===== config.mk =====
export PLATFORM = sky130hd
export DESIGN_NAME = memCtrl
export DESIGN_NICKNAME = d
export VERILOG_FILES = /design/src/memPkg.sv /design/src/memCtrl.sv
export SDC_FILE = /design/constraint.sdc
export NUM_CORES = 1
export LEC_CHECK = 0
export BUFFER_PORTS_ARGS = -buffer_cell sky130_fd_sc_hd__buf_2
export CORE_MARGIN = 2
export CORE_UTILIZATION = 40
export DETAILED_ROUTE_END_ITERATION = 10
export PLACE_DENSITY = 0.65
export SYNTH_ARGS = -nofsm -noshare
export SYNTH_HDL_FRONTEND = slang
export SYNTH_SLANG_ARGS = --single-unit

===== constraint.sdc =====
create_clock -name clk -period 5.3 [get_ports clk]
set_input_delay 1.06 -clock clk [delete_from_list [all_inputs] [get_ports clk]]
set_output_delay 1.06 -clock clk [all_outputs]
set_load 0.01 [all_outputs]

===== src/memPkg.sv =====
package memPkg;

    // address, data and byte types
    typedef logic [31:0] addrT;
    typedef logic [31:0] wordT;
    typedef logic [7:0]  byteT;

    // transfer length of 1, 2 or 4 bytes
    typedef logic [2:0]  lenT;

    // data port request held until done
    typedef struct packed {
        logic isStore;
        lenT  len;
        addrT addr;
        wordT wdata;
    } dataReqT;

    // one byte command to the RAM per cycle
    typedef struct packed {
        logic we;
        addrT addr;
        byteT wdata;
    } ramBusT;

    // controller FSM
    typedef enum logic [1:0] {
        CtrlIdle,
        CtrlReadInst,
        CtrlReadData,
        CtrlWriteData
    } ctrlStateT;

endpackage


===== src/memCtrl.sv =====
`timescale 1ns/1ps

module memCtrl import memPkg::*; (
    input  logic    clk,
    input  logic    rst,

    input  logic    i_rdy,
    input  logic    i_ioFull,

    // data port
    input  logic    i_dcEn,
    input  dataReqT i_dcReq,
    output logic    o_dcDone,
    output wordT    o_dcData,

    // fetch port
    input  logic    i_fetchEn,
    input  addrT    i_fetchAddr,
    output logic    o_fetchDone,
    output wordT    o_fetchInst,

    // byte RAM
    output ramBusT  o_ram,
    input  byteT    i_ramRdata
);

    localparam lenT InstLen = 3'd4;

    ctrlStateT state;
    lenT       stage;

    // latched request
    addrT      reqAddr;
    lenT       reqLen;
    wordT      reqWdata;

    // read bytes shift in from the top with the lowest byte first
    wordT      asmData;
    wordT      rdResult;

    logic      active;
    logic      lastStage;
    logic      done;

    // nothing moves while the core stalls or the io buffer is full
    assign active = i_rdy && !i_ioFull;

    // writes finish on the last byte and reads one stage later
    always_comb begin
        if (state == CtrlWriteData) begin
            lastStage = (stage == lenT'(reqLen - 3'd1));
        end else begin
            lastStage = (stage == reqLen);
        end
    end

    assign done = active && (state != CtrlIdle) && lastStage;

    assign o_dcDone    = done && (state == CtrlReadData || state == CtrlWriteData);
    assign o_fetchDone = done && (state == CtrlReadInst);

    // final byte comes straight from the RAM and short loads are zero-extended
    always_comb begin
        case (reqLen)
            3'd1:    rdResult = {24'b0, i_ramRdata};
            3'd2:    rdResult = {16'b0, i_ramRdata, asmData[31:24]};
            default: rdResult = {i_ramRdata, asmData[31:8]};
        endcase
    end

    assign o_dcData    = rdResult;
    assign o_fetchInst = rdResult;

    // RAM command for the current stage
    always_comb begin
        o_ram.we    = 1'b0;
        o_ram.addr  = '0;
        o_ram.wdata = '0;
        case (state)
            CtrlReadInst, CtrlReadData: begin
                // a stalled cycle repeats the last active address so rdata holds
                if (active) begin
                    o_ram.addr = reqAddr + addrT'(stage);
                end else begin
                    o_ram.addr = reqAddr + addrT'(stage) - addrT'(1);
                end
            end
            CtrlWriteData: begin
                o_ram.we    = active;
                o_ram.addr  = reqAddr + addrT'(stage);
                o_ram.wdata = reqWdata[{stage[1:0], 3'b000} +: 8];
            end
            default: begin
                o_ram.we = 1'b0;
            end
        endcase
    end

    // state and stage counter
    always_ff @(posedge clk) begin
        if (rst) begin
            state <= CtrlIdle;
            stage <= '0;
        end else if (active) begin
            case (state)
                CtrlIdle: begin
                    stage <= '0;
                    // data side wins over fetch
                    if (i_dcEn) begin
                        state <= i_dcReq.isStore ? CtrlWriteData : CtrlReadData;
                    end else if (i_fetchEn) begin
                        state <= CtrlReadInst;
                    end
                end
                default: begin
                    if (lastStage) begin
                        state <= CtrlIdle;
                        stage <= '0;
                    end else begin
                        stage <= stage + 3'd1;
                    end
                end
            endcase
        end
    end

    // request latch and read assembly
    always_ff @(posedge clk) begin
        if (active) begin
            if (state == CtrlIdle) begin
                if (i_dcEn) begin
                    reqAddr  <= i_dcReq.addr;
                    reqLen   <= i_dcReq.len;
                    reqWdata <= i_dcReq.wdata;
                end else begin
                    reqAddr <= i_fetchAddr;
                    reqLen  <= InstLen;
                end
            end else if (state != CtrlWriteData && stage != '0) begin
                // byte of the previous stage is on rdata now
                asmData <= {i_ramRdata, asmData[31:8]};
            end
        end
    end

endmodule


# Word-level counts from Yosys, hierarchy flattened
# Index checks and enable logic that the tools add are counted.
[word_totals] regBits=104 input_bits=114 output_inout_bits=107 elab_cells=52
[classes] n_addsub=4 eq_ne=9 shifts=1 mux=14 bitwise_logic=1 reduce_logical=17
[op_table] operator="$pmux W32 S2" count=2
[op_table] operator="$mux W32" count=2
[op_table] operator="$add A32 B3 Y32" count=1
[op_table] operator="$shiftx A32 B6 Y8" count=1
[op_table] operator="$sub A32 B1 Y32 const B" count=1
[op_table] operator="$reduce_and A3 Y1" count=3
[op_table] operator="$mux W2" count=4
[op_table] operator="$mux W8" count=1
[op_table] operator="$eq A3 B3 Y1" count=2
[op_table] operator="$logic_and A1 B1 Y1" count=6
[op_table] operator="$mux W3" count=2
[op_table] operator="$eq A2 B2 Y1 const B" count=2
[op_table] operator="$reduce_bool A2 Y1" count=2
[op_table] operator="$add A3 B1 Y3 const B" count=1
[op_table] operator="$eq A3 B1 Y1 const B" count=1
[op_table] operator="$eq A3 B2 Y1 const B" count=1
[op_table] operator="$mux W1" count=3
[op_table] operator="$ne A3 B3 Y1 const B" count=1
[op_table] operator="$reduce_bool A3 Y1" count=1
[op_table] operator="$sub A3 B1 Y3 const B" count=1
[op_table] operator="$eq A2 B1 Y1 const B" count=1
[op_table] operator="$logic_not A2 Y1" count=1
[op_table] operator="$ne A2 B2 Y1 const B" count=1
[op_table] operator="$reduce_and A2 Y1" count=1
[op_table] operator="4 further kinds" count=4

# Depth between registers and ports, before layout
[depth] ltp_word=5 ltp_mapped=12

# Least setup slack after synthesis
# No wires, ideal clock.
[synth_timing] path_type="input to register" start="in i_ioFull" end="reg asmData[10], enable pin" setup_ns=0.537 arrival_time_ns=5.195 required_ns=4.763 slack_ns=-0.431 path_stages=2 path_buffers=0 cell_sequence="nand2b_1 -> a2111oi_0"
[synth_between] elab_chain_len=3
[synth_lines] element="from (decl)" line="memCtrl.sv:8" text="input logic i_ioFull,"
[synth_lines] element="$logic_not A1 Y1" line="memCtrl.sv:46" text="assign active = i_rdy && !i_ioFull;"
[synth_lines] element="$logic_and A1 B1 Y1" line="memCtrl.sv:46"
[synth_lines] element="$reduce_and A3 Y1 (no line)"
[synth_lines] element="to (signal assigned)" line="memCtrl.sv:141" text="asmData <= {i_ramRdata, asmData[31:8]};"
[synth_lines] element="to (decl)" line="memCtrl.sv:38" text="wordT asmData;"
# No other way between the ends.
# A chain may end at the register's enable or synchronous reset.

==> results.json <==
{
  "tightest_slew_ps": 793.4,
  "clk_latency_ps": 350,
  "setup_ws_ps": 261.7,
  "io_pins": 221,
  "dieArea_sq_um": 17410,
  "holdWs_ps": 449.9,
  "yosysWarningCount": 0,
  "grt_max_degree": 39,
  "clock-sinks": 96,
  "synth-edff-count": 91,
  "synth_simple_gate_area_share_pct": 18.91,
  "yosys-mux-area-fraction_pct": 8.712,
  "synthTopCellsByCount": "edfxtp_1 (91), nor2_1 (50), nand2_1 (40), buf_4 (32), mux2_2 (32)",
  "fp.dieH_microns": 132.0,
  "drc": 0,
  "drive_above_1_share_pct": 37.62,
  "initial_core_util_pct": 41.08,
  "cp_max_fo": 6,
  "rsz0062_at_grt": "no",
  "vias": 5507,
  "peakVddDrop_mv": 0.1475,
  "die_x_microns": 132.0,
  "hold_class": "flop to flop",
  "cts.reportedPaths.clkPinSlew_ps": 70,
  "path_class": "flop to primary output",
  "post-cts-setup-buffers": 0,
  "async_flop_share_pct": 0,
  "gp_congestion": 0.9100,
  "vias_per_cell": 5.295,
  "synth_top_area_cell": "edfxtp_1",
  "ant_nets": 0,
  "synth_top_family_by_area": "simple AND/OR/NAND/NOR gates",
  "outcome": "completed",
  "num_rows": 46,
  "path_buf_inv": 1,
  "leakage_nw": 3.125,
  "min_period_ps": 5038,
  "cts_tree": "yes",
  "synth_xor_area_share_pct": 6.420,
  "synth.most_common_cell": "edfxtp_1",
  "synth_top_area_share_pct": 41.73,
  "timing.setup.tns_ps": 0,
  "final_nets": 947,
  "cts_root_buffer": "clkbuf_16",
  "track_usage_pct": 19.22,
  "setup_viol": 0,
  "synth-compound-area-share_pct": 12.95,
  "synthTopCellsByArea": "edfxtp_1 (42%), mux2_2 (5.5%), xnor2_1 (3.9%)",
  "yosysUniqueCellTypes": 70,
  "hold_buffers": 0,
  "path_cells": "ha_1, fa_1, xor2_1, or4_1, a21oi_2, nand3b_2, or3_1, or4_1, a21oi_1, buf_2",
  "cts-resized-gates": 0,
  "fill_cells": 1519,
  "p_per_area_nw_per_um2": 237.2,
  "cp-end-kind": "primary output",
  "grt_overflow_total": 0,
  "htreeDepth": 3,
  "crit_required_ps": 4240,
  "dp.cells": 1024,
  "final_core_util_pct": 50.02,
  "max_freq_mhz": 198.5,
  "synth_adder_area_share_pct": 2.789,
  "slew_viol_final": 0,
  "grt_pass1_vias": 5062,
  "drt_iter0_drc": 364,
  "core_sq_um": 15940,
  "critPathMaxStageDelay_ps": 560,
  "yosys_most_used_dff": "edfxtp_1",
  "finalNonFillerCells": 1040,
  "slowest_stage": "or4_1",
  "n_antenna_cell": 0,
  "antenna_found_initial": 0,
  "dpl.hpwl_mm": 12.93,
  "area_growth_pct": 21.76,
  "netlist_instances": 643,
  "seq_area_frac_synth_pct": 43.26,
  "start_kind": "flop",
  "layout_worst_path_cycle_share_pct": 95.06,
  "cpMostUsedCell": "or4_1",
  "finalHoldViolCount": 0,
  "clock_skew_ps": 9.429,
  "syn_area_per_cell_sq_um": 10.18,
  "post_drt_wl_per_cell_microns": 16.11,
  "preCtsSetupSlack_ps": 512.0,
  "drt_wl_total_mm": 16.75,
  "drv_cap": 0,
  "io_buffer_count": 220,
  "tritoncts.num_buffers": 9,
  "synth_area_sq_um": 6549,
  "relSlewSlack_pct": 47.11,
  "critPathArrivalTime_ps": 3980,
  "syn_nets": 771,
  "cp_top_family": "simple AND/OR/NAND/NOR gates",
  "dr.pass1.iters": 5,
  "synth-seq-cells": 96,
  "grt_pass1_wl_mm": 26.50,
  "cts_buffer_depth": 2
}
## metrics by stage
stage | total power [mW] | instance area (sq um)
after floorplan | 1.087 | 6550
after global placement | 1.192 | 7640
after detailed placement | 1.194 | 7640
after CTS | 1.912 | 7968
after global routing | 1.977 | 7974
final | 1.892 | 7974
## final cells by class
type	instances	area, sq um	area share (%)
Inverter	13	48.80	0.6120
Multi-Input combinational cell	463	3272	41.03
Clock buffer	9	225.2	2.824
Timing Repair Buffer	236	1221	15.31
Sequential cell	96	2834	35.54
Tap cell	216	270.3	3.389
Clock inverter	7	102.6	1.287
## placed cells by master, fill, tap and decap left out, types with 10 or more instances in the layout
cell	n
buf_4	16
o21ai_0	19
a21oi_1	26
a22oi_1	17
nand4_1	11
ha_1	13
nor3_1	17
nor2_1	50
edfxtp_1	91
inv_1	13
and2_1	31
xnor2_1	29
nor4_1	10
mux2_2	32
nand2_1	40
nand3_1	25
buf_2	220
xor2_1	19
## per-layer routing
metal | vias to the layer above | GRT usage (%) | wire length [microns]
met4 | 0 | 8.031 | 405
li1 | 2704 | - | -
met3 | 26 | 3.691 | 1020
met1 | 2546 | 25.81 | 7576
met5 | - | 0 | 0
met2 | 231 | 30.50 | 7752
## power by group
group | total [mW] | internal, mW | switching [mW]
Clock | 0.715 | 0.419 | 0.296
Combinational | 0.291 | 0.129 | 0.161
Sequential | 0.886 | 0.861 | 0.0252
## cells by family after synthesis
kind of cell | count (synthesis)
and+or+nand+nor | 233
AOI/OAI and AO/OA | 125
DFF | 96
buffers and inverters | 84
xor gates and xnor gates | 48
muxes | 43
adders and majority gates | 14
## registers in the layout, summed over array words and instances (netlist names)
name / flops
reqWdata: 32
state: 2
stage: 3
reqLen: 3
asmData: 24
reqAddr: 32
## path summary, 6_finish.rpt
check,from,endpoint,slack [ps],depth (start not counted)
max reg2reg,state[1]$_SDFFE_PP0P_,state[0]$_SDFFE_PP0P_,3110,7
min,asmData[16]$_DFFE_PP_,asmData[8]$_DFFE_PP_,450,0
min reg2reg,asmData[16]$_DFFE_PP_,asmData[8]$_DFFE_PP_,450,0
max,reqAddr[0]$_DFFE_PP_,o_ram[23],260,10
No activity file was read; power rests on OpenSTA's default activity.
