===== config.mk =====
export PLATFORM = sky130hd
export DESIGN_NAME = instFetch
export DESIGN_NICKNAME = d
export VERILOG_FILES = /design/src/memPkg.sv /design/src/instFetch.sv
export SDC_FILE = /design/constraint.sdc
export NUM_CORES = 1
export LEC_CHECK = 0
export ABC_AREA = 1
export BUFFER_PORTS_ARGS = -buffer_cell sky130_fd_sc_hd__buf_4
export CAP_MARGIN = 20
export CORE_MARGIN = 2
export CORE_UTILIZATION = 25
export CTS_CLUSTER_SIZE = 40
export DETAILED_ROUTE_END_ITERATION = 16
export GPL_TIMING_DRIVEN = 0
export PLACE_DENSITY = 0.55
export SLEW_MARGIN = 40
export SYNTH_ARGS = -nofsm -noshare
export SYNTH_HDL_FRONTEND = slang
export SYNTH_SLANG_ARGS = --single-unit

===== constraint.sdc =====
create_clock -name clk -period 2.93 [get_ports clk]
set_input_delay 0.1465 -clock clk [delete_from_list [all_inputs] [get_ports clk]]
set_output_delay 0.1465 -clock clk [all_outputs]
set_load 0.05 [all_outputs]

===== src/memPkg.sv =====
package memPkg;

    // address, data and byte types
    typedef logic [31:0] addrT;
    typedef logic [31:0] wordT;
    typedef logic [7:0]  byteT;

    // transfer length of 1, 2 or 4 bytes
    typedef logic [2:0]  lenT;

    // data port request held until done
    typedef struct packed {
        logic isStore;
        lenT  len;
        addrT addr;
        wordT wdata;
    } dataReqT;

    // one byte command to the RAM per cycle
    typedef struct packed {
        logic we;
        addrT addr;
        byteT wdata;
    } ramBusT;

    // controller FSM
    typedef enum logic [1:0] {
        CtrlIdle,
        CtrlReadInst,
        CtrlReadData,
        CtrlWriteData
    } ctrlStateT;

endpackage


===== src/instFetch.sv =====
`timescale 1ns/1ps

module instFetch import memPkg::*; (
    input  logic clk,
    input  logic rst,

    input  logic i_redirect,
    input  addrT i_redirectPc,

    // request to the memory controller
    output logic o_fetchEn,
    output addrT o_fetchAddr,
    input  logic i_fetchDone,
    input  wordT i_fetchInst,

    // instruction output buffer
    output logic o_instValid,
    output wordT o_inst,
    output addrT o_instPc,
    input  logic i_instReady
);

    addrT pc;
    logic started;
    logic stale;
    logic instValid;
    logic bufFree;
    logic keepWord;

    // buffer is empty or drains at this edge
    assign bufFree     = !instValid || i_instReady;
    assign o_fetchEn   = started && bufFree;
    assign o_fetchAddr = pc;
    assign o_instValid = instValid;

    // a word aimed at an old pc is thrown away
    assign keepWord = i_fetchDone && !stale && !i_redirect;

    always_ff @(posedge clk) begin
        if (rst) begin
            pc        <= '0;
            started   <= 1'b0;
            stale     <= 1'b0;
            instValid <= 1'b0;
        end else if (i_redirect) begin
            pc        <= i_redirectPc;
            started   <= 1'b1;
            instValid <= 1'b0;
            // word of a still open request belongs to the old stream
            stale     <= o_fetchEn && !i_fetchDone;
        end else begin
            if (i_fetchDone) begin
                stale <= 1'b0;
            end
            if (keepWord) begin
                instValid <= 1'b1;
                pc        <= pc + 32'd4;
            end else if (i_instReady) begin
                instValid <= 1'b0;
            end
        end
    end

    // buffered word and its pc
    always_ff @(posedge clk) begin
        if (keepWord) begin
            o_inst   <= i_fetchInst;
            o_instPc <= pc;
        end
    end

endmodule


======== Word-level counts from Yosys, hierarchy flattened ========
Cells that the tools add are included.
word-level totals
  memory bits (read-only) ................. 0
  memories kept ........................... 0
  memory bits (writable) .................. 0
  output and inout port bits .............. 98
  flip-flop bits (word level) ............. 99
  bits of input ports ..................... 69
  logic and storage cells ................. 26
  bits in latches ......................... 0
operators by class
  multipliers ............................. 0
  eq/ne operators ......................... 0
  reductions and logical operators ........ 13
  muxes and demuxes ....................... 6
  div/mod/pow operators ................... 0
  add/subtract/negate cells ............... 1
  shift-type cells ........................ 0
  magnitude comparators ................... 0
  bitwise logic cells ..................... 0
operators with widths
  operator                 count
  $mux W32                 2
  $add A32 B3 Y32 const B  1
  $reduce_bool A2 Y1       3
  $logic_and A1 B1 Y1      4
  $logic_not A1 Y1         4
  $mux W1                  4
  $reduce_or A2 Y1         1
  $logic_or A1 B1 Y1       1

======== Depth between registers and ports, before layout ========
Gate-level depths: netlist (run 1).
  depth after elaboration ................. 5
  mapped depth ............................ 11
  depth with buffers taken out ............ 11

======== Worst setup path before layout (run 1) ========
Ideal clock, no wire load.
  path kind ............................... reg-to-reg
  from .................................... register stale
  to ...................................... register o_instPc[0], enable pin
  data required time ...................... 2534 ps
  setup time .............................. 396 ps
  path buffers ............................ 1
  clock period less this slack ............ 2025 ps
  arrival time ............................ 1630 ps
  setup slack ............................. 905 ps
  cell stages (with the launch flop) ...... 5
  cell sequence ........................... dfxtp_1 -> nor2_2 -> inv_1 -> nor2_4 -> buf_2
on the way
  word-level cells in the longest chain between the ends .. 3
RTL lines
  element                            RTL line         text
  from (decl)                        instFetch.sv:25  logic stale;
  from (signal assigned)             instFetch.sv:50  stale <= o_fetchEn && !i_fetchDone;
  $logic_not A1 Y1                   instFetch.sv:37  assign keepWord = i_fetchDone && !stale && !i_redirect;
  $logic_and A1 B1 Y1 (2 in series)  instFetch.sv:37
  via keepWord                       instFetch.sv:28  logic keepWord;
  to (signal assigned)               instFetch.sv:68  o_instPc <= pc;
  to (decl)                          instFetch.sv:19  output addrT o_instPc,
The timed path passes the listed nets, and every way through them passes these cells.
A chain may end at the register's enable or synchronous reset.

======== Final worst setup path (run 1) ========
  from .................................... input i_fetchDone
  to ...................................... register o_instPc[31], enable pin
on the way
  word-level cells in the longest chain between the ends .. 2
RTL lines
  element                            RTL line         text
  from (decl)                        instFetch.sv:13  input logic i_fetchDone,
  $logic_and A1 B1 Y1 (2 in series)  instFetch.sv:37
  via keepWord                       instFetch.sv:28
The timed path passes the listed nets, and every way through them passes these cells.

==> insert_results.sql, run 1 <==
INSERT INTO impl_metrics (metric_group, metric, value, unit) VALUES
('final_layout', 'num_antenna_cells', '0', ''),
('final_layout', 'number_of_inserted_filler_cells_in_the_final_layout', '1719', ''),
('route', 'viasPerCell', '4.32', ''),
('pwr', 'netSwitchingFraction', '29.7', '%'),
('final_layout', 'fin_util', '38.6', '%'),
('synthesis', 'synth_warnings', '0', ''),
('setup_path', 'setup.worst_path.start_class', 'input port', ''),
('timing', 'timing.fmax', '0.504', 'GHz'),
('setup_path', 'timing.setup.critical_path_class', 'in2reg', ''),
('pwr', 'power.sequential.fraction', '48.4', '%'),
('timing', 'timing.final.setup_violations', '0', ''),
('timing', 'worst_slew_margin_rel', '55.9', '%'),
('timing', 'hold_viol_final', '0', ''),
('clocking', 'clock_insertion_delay_worst_skew', '350', 'ps'),
('synthesis', 'synth_top_cells_by_area', 'sky130_fd_sc_hd__edfxtp_1 (45%), sky130_fd_sc_hd__dfxtp_1 (17%), sky130_fd_sc_hd__nand2_1 (11%)', ''),
('setup_path', 'timing.critical_path.to_type', 'register', ''),
('synthesis', 'yosysSeqAreaShare', '61.8', '%'),
('synthesis', 'post_synth.cell_area_avg', '9.52', 'µm²'),
('placement', 'finalWeightedCongestion', '0.838', ''),
('synthesis', 'synth_top_area_share', '45.3', '%'),
('timing', 'finalClockSkew', '8.05', 'ps'),
('clocking', 'cts_max_level', '3', ''),
('run_status', 'run_status', 'finished clean', ''),
('setup_path', 'worst-endpoint-required', '2960', 'ps'),
('floorplan', 'die_area', '18000', 'µm²'),
('synthesis', 'synth-edff-count', '64', ''),
('placement', 'detailedPlacementHpwl', '10.1', 'mm'),
('clocking', 'clock_tree.buffer_depth', '2', ''),
('clocking', 'tritoncts.num_buffers', '9', ''),
('global_route', 'first_global_vias', '3918', ''),
('clocking', 'cts.sink_count', '99', ''),
('floorplan', 'fp.dieW', '134', 'µm'),
('route', 'finalWirelength', '13.6', 'mm'),
('pwr', 'netSwitchingPower', '0.000997', 'W'),
('synthesis', 'register_bit_total_from_synthesis', '99', ''),
('route', 'postRouteAntennaNets', '0', ''),
('global_route', 'grt_remaining_overflow', '0', ''),
('route', 'num_vias', '3814', ''),
('pwr', 'power_density', '524', 'nW/µm²'),
('synthesis', 'ys_top_cells_by_count', 'sky130_fd_sc_hd__nand2_1 (120), sky130_fd_sc_hd__edfxtp_1 (64), sky130_fd_sc_hd__nor2_1 (54)', ''),
('floorplan', 'rows', '47', ''),
('pwr', 'power_report.internal_total', '0.00236', 'W'),
('synthesis', 'ys_async_sr_fraction', '0', '%'),
('global_route', 'initial_antenna_violation_count', '0', ''),
('setup_path', 'r2r-start', 'stale$_SDFFE_PP0P_', ''),
('timing', 'period_share', '67.7', '%'),
('synthesis', 'synthDistinctLibCells', '36', ''),
('route', 'drc_errors', '0', ''),
('placement', 'place.port_buffers', '165', ''),
('timing', 'postLayoutSetupSlackWorst', '947', 'ps'),
('synthesis', 'postSynthCellCount', '446', ''),
('setup_path', 'worst_ep_arrival_time', '2010', 'ps'),
('setup_path', 'worst-path-max-fanout', '54', ''),
('clocking', 'clk_transition_reported_paths', '70', 'ps'),
('synthesis', 'netlist_area', '4250', 'µm²'),
('worst_hold_path', 'timing.hold.worst.class', 'in2reg', ''),
('timing', 'slew_violations', '0', ''),
('synthesis', 'synth_net_count', '516', ''),
('synthesis', 'synth_area_leader_cell', 'sky130_fd_sc_hd__edfxtp_1', ''),
('synthesis', 'ys_dominant_reg_cell', 'sky130_fd_sc_hd__edfxtp_1', ''),
('route', 'detail_route.iter0.violations', '178', ''),
('floorplan', 'starting_density_of_the_core', '25.6', '%'),
('global_route', 'global_route.usage.total', '15.2', '%'),
('route', 'drt-wirelength-per-cell', '15.4', 'µm'),
('pwr', 'share_clk_of_total_power', '33.1', '%'),
('job', 'maxCapViolations', '0', ''),
('final_layout', 'nets', '727', ''),
('floorplan', 'die_height', '134', 'µm'),
('route', 'firstDrtPassIters', '4', ''),
('timing', 'min_period', '1980', 'ps'),
('global_route', 'largest_net_degree_at_the_start_of_global_routing', '55', '');
[flip-flops by register name (all words and copies together) (netlist names)]
| register | count |
|---|---|
| o_fetchAddr | 32 |
| o_inst | 32 |
| o_instPc | 32 |
| o_instValid | 1 |
| stale | 1 |
| started | 1 |
[worst paths after layout]
kind,end,slack [ps],cells past startpoint
worst min register to register,o_instPc[1]$_DFFE_PP_,470,0
worst max-delay path,o_instPc[31]$_DFFE_PP_,950,8
worst min-delay path,o_fetchAddr[1]$_SDFFE_PP0P_,20,3
worst max register to register,o_instPc[31]$_DFFE_PP_,1050,5
[through the flow]
step / area (µm²) / instances / hold WS (ps) / total power, W
after floorplan: 4250 / 446 / 236 / 0.00200
after global placement: 5760 / 831 / 325 / 0.00223
after detailed placement: 5790 / 832 / 326 / 0.00224
after CTS: 6400 / 882 / 9.93 / 0.00341
after global routing: 6400 / 882 / 42.5 / 0.00351
final: 6400 / 882 / 17.8 / 0.00336
[cell usage in the layout, fill, tap and decap left out, types with 2 or more instances in the layout]
cell type	count
sky130_fd_sc_hd__buf_4	166
sky130_fd_sc_hd__dlygate4sd3_1	34
sky130_fd_sc_hd__a22o_1	3
sky130_fd_sc_hd__or2_2	2
sky130_fd_sc_hd__a21oi_1	20
sky130_fd_sc_hd__edfxtp_1	64
sky130_fd_sc_hd__dfxtp_1	35
sky130_fd_sc_hd__inv_2	5
sky130_fd_sc_hd__clkinv_4	2
sky130_fd_sc_hd__clkinvlp_4	2
sky130_fd_sc_hd__nor3_1	2
sky130_fd_sc_hd__a31oi_1	9
sky130_fd_sc_hd__o21ai_1	3
sky130_fd_sc_hd__nor2_1	54
sky130_fd_sc_hd__nand2_2	5
sky130_fd_sc_hd__buf_2	5
sky130_fd_sc_hd__clkinv_2	2
sky130_fd_sc_hd__xnor2_1	3
sky130_fd_sc_hd__clkbuf_1	5
sky130_fd_sc_hd__nand4_1	2
sky130_fd_sc_hd__nand3_1	22
sky130_fd_sc_hd__clkbuf_16	9
sky130_fd_sc_hd__o21ai_0	17
sky130_fd_sc_hd__xor2_1	6
sky130_fd_sc_hd__nand2_1	120
sky130_fd_sc_hd__clkinv_1	2
sky130_fd_sc_hd__nor2_2	7
sky130_fd_sc_hd__inv_1	38
sky130_fd_sc_hd__nor2_4	4
[what timing repair did]
action                                 4_1_cts  5_1_grt
hold buffers                                34        0
setup endpoints to repair                    0        0
setup buffers                                0        0
endpoints found under the hold margin       33        0
[power groups by stage]
stage | sequential [W] | clock [W] | combinational [W]
global route | 0.00164 | 0.00122 | 0.000658
global placement | 0.00166 | 0 | 0.000573
finish | 0.00163 | 0.00111 | 0.000619
floorplan | 0.00188 | 0 | 0.000123
CTS | 0.00163 | 0.00116 | 0.000624
detailed placement | 0.00166 | 0 | 0.000586
[routing by layer]
layer	part of all wire [%]	global-route usage, %	wire length, µm	vias to the layer above
met1	45	19.2	6100	1771
met3	6.4	3.33	867	12
met4	1.6	5.56	223	0
li1	-	-	-	1895
met5	0	0	0	-
met2	47	25.5	6410	136
[area by class of cell]
type / instances / area (µm²) / share of cell area, %
buffer: 11 / 58.8 / 0.918
sequential: 99 / 2620 / 40.9
tap: 220 / 275 / 4.30
inverter: 45 / 169 / 2.64
timing repair buffer: 200 / 1610 / 25.1
clock buffer: 10 / 229 / 3.57
clock inverter: 6 / 42.5 / 0.664
multi-input combinational: 291 / 1400 / 21.9
[cell families (layout without fill, tap and decap cells)]
kind of cell | after synthesis | in the layout | share of synthesized area, %
adders and majority gates | 1 | 1 | 0.295
buffers and inverters | 56 | 272 | 5.22
DFF | 99 | 99 | 61.8
xor gates and xnor gates | 9 | 9 | 1.86
AOI/OAI and AO/OA | 57 | 57 | 7.63
and+or+nand+nor | 224 | 224 | 23.2
[critical path: stages]
cell and delay [ps]:
sky130_fd_sc_hd__dlygate4sd3_1 520, sky130_fd_sc_hd__buf_4 100, sky130_fd_sc_hd__inv_1 40, sky130_fd_sc_hd__nor2_2 210, sky130_fd_sc_hd__inv_1 170, sky130_fd_sc_hd__nor2_4 220
sky130_fd_sc_hd__buf_6 280, sky130_fd_sc_hd__buf_16 280
(Power assumes the default switching activity.)
==> run 2, diff against run 1 <==
--- a/config.mk
+++ b/config.mk
@@ -13,7 +13,7 @@
 export CTS_CLUSTER_SIZE = 40
 export DETAILED_ROUTE_END_ITERATION = 16
 export GPL_TIMING_DRIVEN = 0
-export PLACE_DENSITY = 0.55
+export PLACE_DENSITY = 0.56
 export SLEW_MARGIN = 40
 export SYNTH_ARGS = -nofsm -noshare
 export SYNTH_HDL_FRONTEND = slang
==> constraint.sdc (replaced) <==
create_clock -name clk -period 1.7 [get_ports clk]
set_input_delay 0.085 -clock clk [delete_from_list [all_inputs] [get_ports clk]]
set_output_delay 0.085 -clock clk [all_outputs]
set_load 0.05 [all_outputs]
==> run 2 against run 1 <==
Against the previous run: clock-buffer cell count is 1 higher; sequential share of layout area down 0.79 points; worst hold slack worse by 1.8 ps; sequential cell count stayed put; sequential power grew 72%; critical path type is now reg2reg; combinational power grew 76%; routed wire length grew 1.3%.
==> insert_results.sql, run 2 (same netlist as run 1, synthesis figures left out) <==
INSERT INTO impl_metrics (metric_group, metric, value, unit) VALUES
('route', 'detail_route.iter0.violations', '153', ''),
('clocking', 'cts_tree', 'yes', ''),
('worst_hold_path', 'timing.hold.worst.class', 'in2reg', ''),
('timing', 'hold_viol_final', '0', ''),
('placement', 'detailedPlacementHpwl', '10.0', 'mm'),
('clocking', 'clock-root-buffer', 'sky130_fd_sc_hd__clkbuf_16', ''),
('setup_path', 'timing.critical_path.to_type', 'register', ''),
('timing', 'min_period', '1630', 'ps'),
('final_layout', 'number_of_inserted_filler_cells_in_the_final_layout', '1673', ''),
('placement', 'place.port_buffers', '165', ''),
('run_status', 'run_status', 'finished clean', ''),
('setup_path', 'worst-endpoint-required', '1910', 'ps'),
('route', 'drc_errors', '0', ''),
('floorplan', 'fp.dieW', '134', 'µm'),
('timing', 'slew_violations', '0', ''),
('route', 'viasPerCell', '4.31', ''),
('timing', 'timing.final.setup_violations', '0', ''),
('pwr', 'power_density', '932', 'nW/µm²'),
('timing', 'timing.fmax', '0.613', 'GHz'),
('global_route', 'grt_busiest_layer', 'met2', ''),
('pwr', 'power.static_leakage', '2.75', 'nW'),
('clocking', 'tritoncts.num_buffers', '9', ''),
('final_layout', 'design_area', '6580', 'µm²'),
('global_route', 'initial_antenna_violation_count', '0', ''),
('final_layout', 'layout_cells_sized_above_1', '35.5', '%'),
('setup_path', 'worst_ep_arrival_time', '1850', 'ps'),
('final_layout', 'nets', '733', ''),
('timing', 'worstMarginPinSlew', '686', 'ps'),
('route', 'finalWirelength', '13.8', 'mm'),
('final_layout', 'mostFrequentLayoutCells', 'sky130_fd_sc_hd__buf_4 (167), sky130_fd_sc_hd__nand2_1 (120), sky130_fd_sc_hd__edfxtp_1 (64)', ''),
('timing', 'worst_slew_margin_rel', '54.2', '%'),
('placement', 'dpl_worst_slack', '-219', 'ps'),
('clocking', 'cts_max_level', '3', ''),
('timing', 'setup_total_negative_slack', '0', 'ps'),
('final_layout', 'fin_util', '39.7', '%'),
('global_route', 'grtUsageMet2', '25.5', '%'),
('floorplan', 'rows', '47', ''),
('floorplan', 'ios', '167', ''),
('floorplan', 'die_height', '134', 'µm'),
('timing', 'postLayoutSetupSlackWorst', '68.8', 'ps'),
('final_layout', 'area_growth', '55.0', '%'),
('global_route', 'grt_pass1_wl', '20.6', 'mm'),
('route', 'num_vias', '3828', ''),
('clocking', 'clk_transition_reported_paths', '70', 'ps'),
('global_route', 'first_global_vias', '3792', ''),
('final_layout', 'mostFrequentLayoutCell', 'sky130_fd_sc_hd__buf_4', ''),
('global_route', 'global_route.usage.total', '15.2', '%'),
('setup_path', 'setup.worst_path.start_class', 'register', ''),
('pwr', 'worst_ir_drop_vdd', '0.455', 'mV'),
('timing', 'fin_worst_hold_slack', '16.0', 'ps'),
('global_route', 'globalRouteMet1Util', '19.3', '%'),
('global_route', 'grt_remaining_overflow', '0', ''),
('final_layout', 'num_antenna_cells', '0', ''),
('job', 'maxCapViolations', '0', ''),
('setup_path', 'timing.setup.critical_path_class', 'reg2reg', ''),
('placement', 'placed_cell_area', '5770', 'µm²'),
('route', 'firstDrtPassIters', '5', ''),
('clocking', 'clock_tree.buffer_depth', '2', ''),
('global_route', 'largest_net_degree_at_the_start_of_global_routing', '38', ''),
('route', 'postRouteAntennaNets', '0', ''),
('floorplan', 'core_area', '16600', 'µm²'),
('placement', 'finalWeightedCongestion', '0.866', ''),
('timing', 'period_share', '96.0', '%'),
('global_route', 'grt.met3_usage', '3.78', '%'),
('timing', 'finalClockSkew', '10.2', 'ps'),
('route', 'drt-wirelength-per-cell', '15.5', 'µm'),
('clocking', 'cts.sink_count', '99', ''),
('clocking', 'clock_insertion_delay_worst_skew', '350', 'ps'),
('setup_path', 'worst-path-max-fanout', '6', ''),
('floorplan', 'starting_density_of_the_core', '25.6', '%'),
('floorplan', 'die_area', '18000', 'µm²');
## run 2: cell count changes in the layout (fill, tap and decap cells not counted), sizes merged
cell         before  now
inv              43   44
buf             173  175
dlygate4sd3      34   38
bufinv            0    2
clkbuf           14   15
clkinvlp          2    0
clkinv            6    4
## run 2: power breakdown
part / switching [W] / internal, W
registers: 0.000109 / 0.00270
clock network: 0.000932 / 0.00130
logic: 0.000692 / 0.000400
total: 0.00173 / 0.00440
## run 2: repair_timing
action	in CTS	in global routing
gates resized for setup	6	14
pin swaps	0	1
cloned	1	0
setup endpoints to repair	73	84
setup buffers	0	2
hold endpoints to repair	37	0
hold buffers	38	0
## run 2: critical path, stage by stage (launching register included)
cell and delay [ps]:
sky130_fd_sc_hd__dfxtp_1 440, sky130_fd_sc_hd__nand2_1 160, sky130_fd_sc_hd__nor2_2 200, sky130_fd_sc_hd__nand2_1 150, sky130_fd_sc_hd__nor2_1 210, sky130_fd_sc_hd__nand2_1 70, sky130_fd_sc_hd__nand2_1 60, sky130_fd_sc_hd__nand2_1 50
sky130_fd_sc_hd__a21oi_1 120, sky130_fd_sc_hd__nor2_1 50
## run 2: path summary, 6_finish.rpt
| kind | slack [ps] | cells after the start | from | to |
|---|---|---|---|---|
| max | 70 | 9 | o_fetchAddr[12]$_SDFFE_PP0N_ | o_fetchAddr[28]$_SDFFE_PP0N_ |
| min | 20 | 3 | i_redirectPc[6] | o_fetchAddr[6]$_SDFFE_PP0N_ |
| min reg2reg | 470 | 0 | o_fetchAddr[0]$_SDFFE_PP0P_ | o_instPc[0]$_DFFE_PP_ |
| max reg2reg | 70 | 9 | o_fetchAddr[12]$_SDFFE_PP0N_ | o_fetchAddr[28]$_SDFFE_PP0N_ |
## run 2: stage by stage
| stage | total power, W | instances |
|---|---|---|
| 6_report | 0.00614 | 888 |
| 5_1_grt | 0.00637 | 888 |
| 4_1_cts | 0.00621 | 886 |
| 3_5_place_dp | 0.00386 | 831 |
| 3_3_place_gp | 0.00385 | 831 |
| 2_1_floorplan | 0.00345 | 446 |
## run 2: layer usage
metal  part of all wire, %  routed length [µm]
met4                   1.0                 143
met3                   6.4                 876
met5                     0                   0
met1                    45                6130
met2                    48                6620
## run 2: layout make-up
type / instances / area, µm² / area share [%]
Clock inverter: 5 / 86.3 / 1.31
Clock buffer: 11 / 233 / 3.54
Multi-Input combinational cell: 291 / 1430 / 21.7
Sequential cell: 99 / 2640 / 40.2
Buffer: 11 / 75.1 / 1.14
Tap cell: 220 / 275 / 4.18
Timing Repair Buffer: 206 / 1670 / 25.4
Inverter: 45 / 169 / 2.57
==> run 3, diff against run 2 <==
--- a/config.mk
+++ b/config.mk
@@ -5,15 +5,15 @@
 export SDC_FILE = /design/constraint.sdc
 export NUM_CORES = 1
 export LEC_CHECK = 0
-export ABC_AREA = 1
 export BUFFER_PORTS_ARGS = -buffer_cell sky130_fd_sc_hd__buf_4
 export CAP_MARGIN = 20
 export CORE_MARGIN = 2
 export CORE_UTILIZATION = 25
+export CTS_CLUSTER_DIAMETER = 40
 export CTS_CLUSTER_SIZE = 40
 export DETAILED_ROUTE_END_ITERATION = 16
 export GPL_TIMING_DRIVEN = 0
-export PLACE_DENSITY = 0.56
+export PLACE_DENSITY = 0.57
 export SLEW_MARGIN = 40
 export SYNTH_ARGS = -nofsm -noshare
 export SYNTH_HDL_FRONTEND = slang
==> run 3 against run 2 <==
Against the previous run: the run now ends with setup timing left; sequential share of layout area down 0.45 points; sequential cell count unchanged; global-route usage down 0.68 points; worst hold slack better by 2.6 ps; synthesized cell count down 32%; non-clock buffer count up 41; area after synthesis down 6.1%; clock-buffer cell count up 2; total power down 5.1%; setup slack worse by 180 ps; critical path type unchanged; largest cell class unchanged; largest power group unchanged.
==> insert_results.sql, run 3 <==
INSERT INTO impl_metrics (metric_group, metric, value, unit) VALUES
('setup_path', 'timing.setup.critical_path_class', 'reg2reg', ''),
('setup_path', 'timing.critical_path.to_type', 'register', ''),
('final_layout', 'area_growth', '70.6', '%'),
('timing', 'timing.final.setup_violations', '9', ''),
('route', 'viasPerCell', '4.58', ''),
('global_route', 'first_global_vias', '3576', ''),
('synthesis', 'ys_dominant_reg_cell', 'sky130_fd_sc_hd__edfxtp_1', ''),
('timing', 'slew_violations', '0', ''),
('floorplan', 'die_height', '130', 'µm'),
('global_route', 'largest_net_degree_at_the_start_of_global_routing', '22', ''),
('final_layout', 'num_antenna_cells', '0', ''),
('setup_path', 'worst_ep_arrival_time', '2060', 'ps'),
('synthesis', 'register_bit_total_from_synthesis', '99', ''),
('timing', 'finalClockSkew', '5.57', 'ps'),
('pwr', 'power_density', '857', 'nW/µm²'),
('clocking', 'clk_transition_reported_paths', '60', 'ps'),
('setup_path', 'timing.critical_path.cells', 'nand4_1 -> or4_4 -> or3_1 -> a311oi_1', ''),
('route', 'finalWirelength', '12.6', 'mm'),
('global_route', 'grt_remaining_overflow', '0', ''),
('final_layout', 'layout_cells_sized_above_1', '48.4', '%'),
('clocking', 'cts_max_level', '3', ''),
('pwr', 'worst_ir_drop_vdd', '0.416', 'mV'),
('timing', 'period_share', '106', '%'),
('setup_path', 'worst-endpoint-required', '1950', 'ps'),
('pwr', 'power.static_leakage', '2.68', 'nW'),
('synthesis', 'synth_most_common_cell', 'sky130_fd_sc_hd__edfxtp_1', ''),
('final_layout', 'nets', '625', ''),
('global_route', 'grtUsageMet2', '24.9', '%'),
('setup_path', 'setup.worst_path.start_class', 'register', ''),
('synthesis', 'synth_net_count', '373', ''),
('synthesis', 'synth_area_leader_cell', 'sky130_fd_sc_hd__edfxtp_1', ''),
('floorplan', 'fp.dieW', '130', 'µm'),
('synthesis', 'netlist_area', '3990', 'µm²'),
('setup_path', 'cp_slowest_stage_delay', '610', 'ps'),
('global_route', 'initial_antenna_violation_count', '0', ''),
('synthesis', 'ys_async_sr_fraction', '0', '%'),
('route', 'num_vias', '3555', ''),
('clocking', 'clock-root-buffer', 'sky130_fd_sc_hd__clkbuf_16', ''),
('placement', 'finalWeightedCongestion', '0.807', ''),
('synthesis', 'synth-edff-count', '64', ''),
('floorplan', 'rows', '46', ''),
('floorplan', 'ios', '167', ''),
('timing', 'worstMarginPinSlew', '633', 'ps'),
('route', 'drt-wirelength-per-cell', '16.3', 'µm'),
('clocking', 'cts_tree', 'yes', ''),
('clocking', 'cts.sink_count', '99', ''),
('synthesis', 'yosysSeqAreaShare', '65.8', '%'),
('global_route', 'grt.met3_usage', '2.91', '%'),
('global_route', 'globalRouteMet1Util', '17.7', '%'),
('route', 'firstDrtPassIters', '4', ''),
('setup_path', 'worst_path_max_delay_cell', 'sky130_fd_sc_hd__or4_4', ''),
('final_layout', 'register_area', '2700', 'µm²'),
('synthesis', 'synth_top_area_share', '48.2', '%'),
('clocking', 'clock_tree.buffer_depth', '2', ''),
('synthesis', 'synth_compound_area_share', '10.3', '%'),
('final_layout', 'mostFrequentLayoutCell', 'sky130_fd_sc_hd__buf_4', ''),
('synthesis', 'synth_simple_gate_area_share', '17.3', '%'),
('route', 'detail_route.iter0.violations', '108', ''),
('timing', 'timing.fmax', '0.554', 'GHz'),
('floorplan', 'starting_density_of_the_core', '25.4', '%'),
('worst_hold_path', 'timing.hold.worst.class', 'in2reg', ''),
('synthesis', 'synth_warnings', '0', ''),
('synthesis', 'synth-adder-area-share', '0.314', '%'),
('synthesis', 'main_combinational_cell_family_by_area_after_synthesis', 'simple AND/OR/NAND/NOR gates', ''),
('final_layout', 'design_area', '6800', 'µm²'),
('setup_path', 'worst-path-max-fanout', '8', ''),
('synthesis', 'post_synthesis_share_of_cell_area_spent_on_xor_and_xnor_gates', '2.64', '%'),
('floorplan', 'core_area', '15700', 'µm²'),
('global_route', 'grt_pass1_wl', '18.5', 'mm'),
('synthesis', 'post_synth.cell_area_avg', '13.2', 'µm²'),
('route', 'drc_errors', '0', ''),
('final_layout', 'mostFrequentLayoutCells', 'sky130_fd_sc_hd__buf_4 (193), sky130_fd_sc_hd__edfxtp_1 (64), sky130_fd_sc_hd__dlygate4sd3_1 (44)', ''),
('synthesis', 'synth_top_cells_by_area', 'sky130_fd_sc_hd__edfxtp_1 (48%), sky130_fd_sc_hd__dfxtp_1 (18%), sky130_fd_sc_hd__nor2_1 (2.6%)', ''),
('global_route', 'global_route.usage.total', '14.5', '%'),
('job', 'maxCapViolations', '0', ''),
('run_status', 'failed_checks', 'setup timing', ''),
('run_status', 'run_status', 'finished, violations left', ''),
('final_layout', 'multi_input_area', '1440', 'µm²'),
('clocking', 'tritoncts.num_buffers', '9', ''),
('synthesis', 'synthDistinctLibCells', '53', ''),
('synthesis', 'ys_top_cells_by_count', 'sky130_fd_sc_hd__edfxtp_1 (64), sky130_fd_sc_hd__dfxtp_1 (35), sky130_fd_sc_hd__nor2_1 (28)', ''),
('placement', 'place.port_buffers', '165', ''),
('placement', 'placed_cell_area', '5700', 'µm²'),
('timing', 'worst_slew_margin_rel', '57.8', '%'),
('timing', 'min_period', '1810', 'ps'),
('final_layout', 'number_of_inserted_filler_cells_in_the_final_layout', '1479', ''),
('timing', 'postLayoutSetupSlackWorst', '-106', 'ps'),
('final_layout', 'fin_util', '43.3', '%'),
('timing', 'grt_setup_unrepaired', 'true', ''),
('clocking', 'clock_insertion_delay_worst_skew', '340', 'ps'),
('global_route', 'grt_busiest_layer', 'met2', ''),
('synthesis', 'postSynthCellCount', '303', ''),
('synthesis', 'fraction_of_synthesized_area_in_multiplexers', '0.754', '%'),
('timing', 'hold_viol_final', '0', ''),
('route', 'postRouteAntennaNets', '0', ''),
('floorplan', 'die_area', '17000', 'µm²'),
('placement', 'detailedPlacementHpwl', '8.89', 'mm');
-- run 3: cell types whose count changed after synthesis, moves of 7 or more --
cell                       previous run  this run
sky130_fd_sc_hd__a211oi_1             1        11
sky130_fd_sc_hd__a21oi_1             20         0
sky130_fd_sc_hd__a311oi_1             0         8
sky130_fd_sc_hd__a31oi_1              9         0
sky130_fd_sc_hd__inv_1               38         2
sky130_fd_sc_hd__nand2_1            120        20
sky130_fd_sc_hd__nand3_1             22         4
sky130_fd_sc_hd__nand4_1              2        14
sky130_fd_sc_hd__nor2_1              54        28
sky130_fd_sc_hd__nor2_2               7         0
sky130_fd_sc_hd__o21ai_0             17         2
sky130_fd_sc_hd__o31ai_1              0         7
-- run 3: power by group --
part           leakage [nW]  internal, W  switching [W]
clock                 0.121     0.000988       0.000847
combinational          1.65     0.000463       0.000707
sequential            0.913      0.00270       0.000120
-- run 3: final timing paths --
kind | to | startpoint | slack, ps | depth (start not counted)
worst min-delay path | o_fetchAddr[6]$_SDFFE_PP0N_ | i_redirectPc[6] | 20 | 3
worst min register to register | o_instPc[1]$_DFFE_PP_ | o_fetchAddr[1]$_SDFFE_PP0P_ | 470 | 0
worst max register to register | o_fetchAddr[21]$_SDFFE_PP0N_ | o_fetchAddr[7]$_SDFFE_PP0N_ | -110 | 4
worst max-delay path | o_fetchAddr[21]$_SDFFE_PP0N_ | o_fetchAddr[7]$_SDFFE_PP0N_ | -110 | 4
-- run 3: area by class of cell --
type | count | area share (%)
Tap cell | 216 | 3.98
Clock inverter | 3 | 0.239
Multi-Input combinational cell | 185 | 21.1
Buffer | 16 | 1.77
Clock buffer | 13 | 3.53
Timing Repair Buffer | 242 | 29.5
Sequential cell | 99 | 39.7
Inverter | 2 | 0.110
-- run 3: metal layers --
metal	vias up	wire [µm]	part of all wire, %
met5	-	0	0
met4	0	233	1.8
met3	16	814	6.5
met2	134	6220	49
met1	1702	5350	42
li1	1703	-	-
-- run 3: worst max-delay path: cells and delay by family (launching register included) --
kind / cells / cell delay [ps]
and+or+nand+nor: 3 / 1110
DFF: 1 / 400
AOI/OAI and AO/OA: 1 / 200
-- run 3: cell families after synthesis --
group / count (synthesis)
and+or+nand+nor: 121
DFF: 99
AOI/OAI and AO/OA: 48
buffers and inverters: 19
xor gates and xnor gates: 12
muxes: 3
adders and majority gates: 1
-- run 3: timing repair --
item / 4_1_cts / 5_1_grt
hold buffers: 44 / 0
endpoints found under the setup margin: 65 / 16
buffers inserted: 20 / 10
endpoints found under the hold margin: 44 / 0
pin swaps: 15 / 12
resized for setup: 13 / 18
-- run 3: per-stage QoR --
step,setup TNS (ps),hold WS [ps],instances,power (W),setup WS [ps]
3_3_place_gp,-55300,263,684,0.00388,-851
2_1_floorplan,-20640,157,303,0.00348,-303
6_report,-474,18.6,776,0.00582,-106
5_1_grt,-1470,16.4,776,0.00608,-184
4_1_cts,-340,2.42,767,0.00590,-62.5
3_5_place_dp,-8950,264,687,0.00391,-257
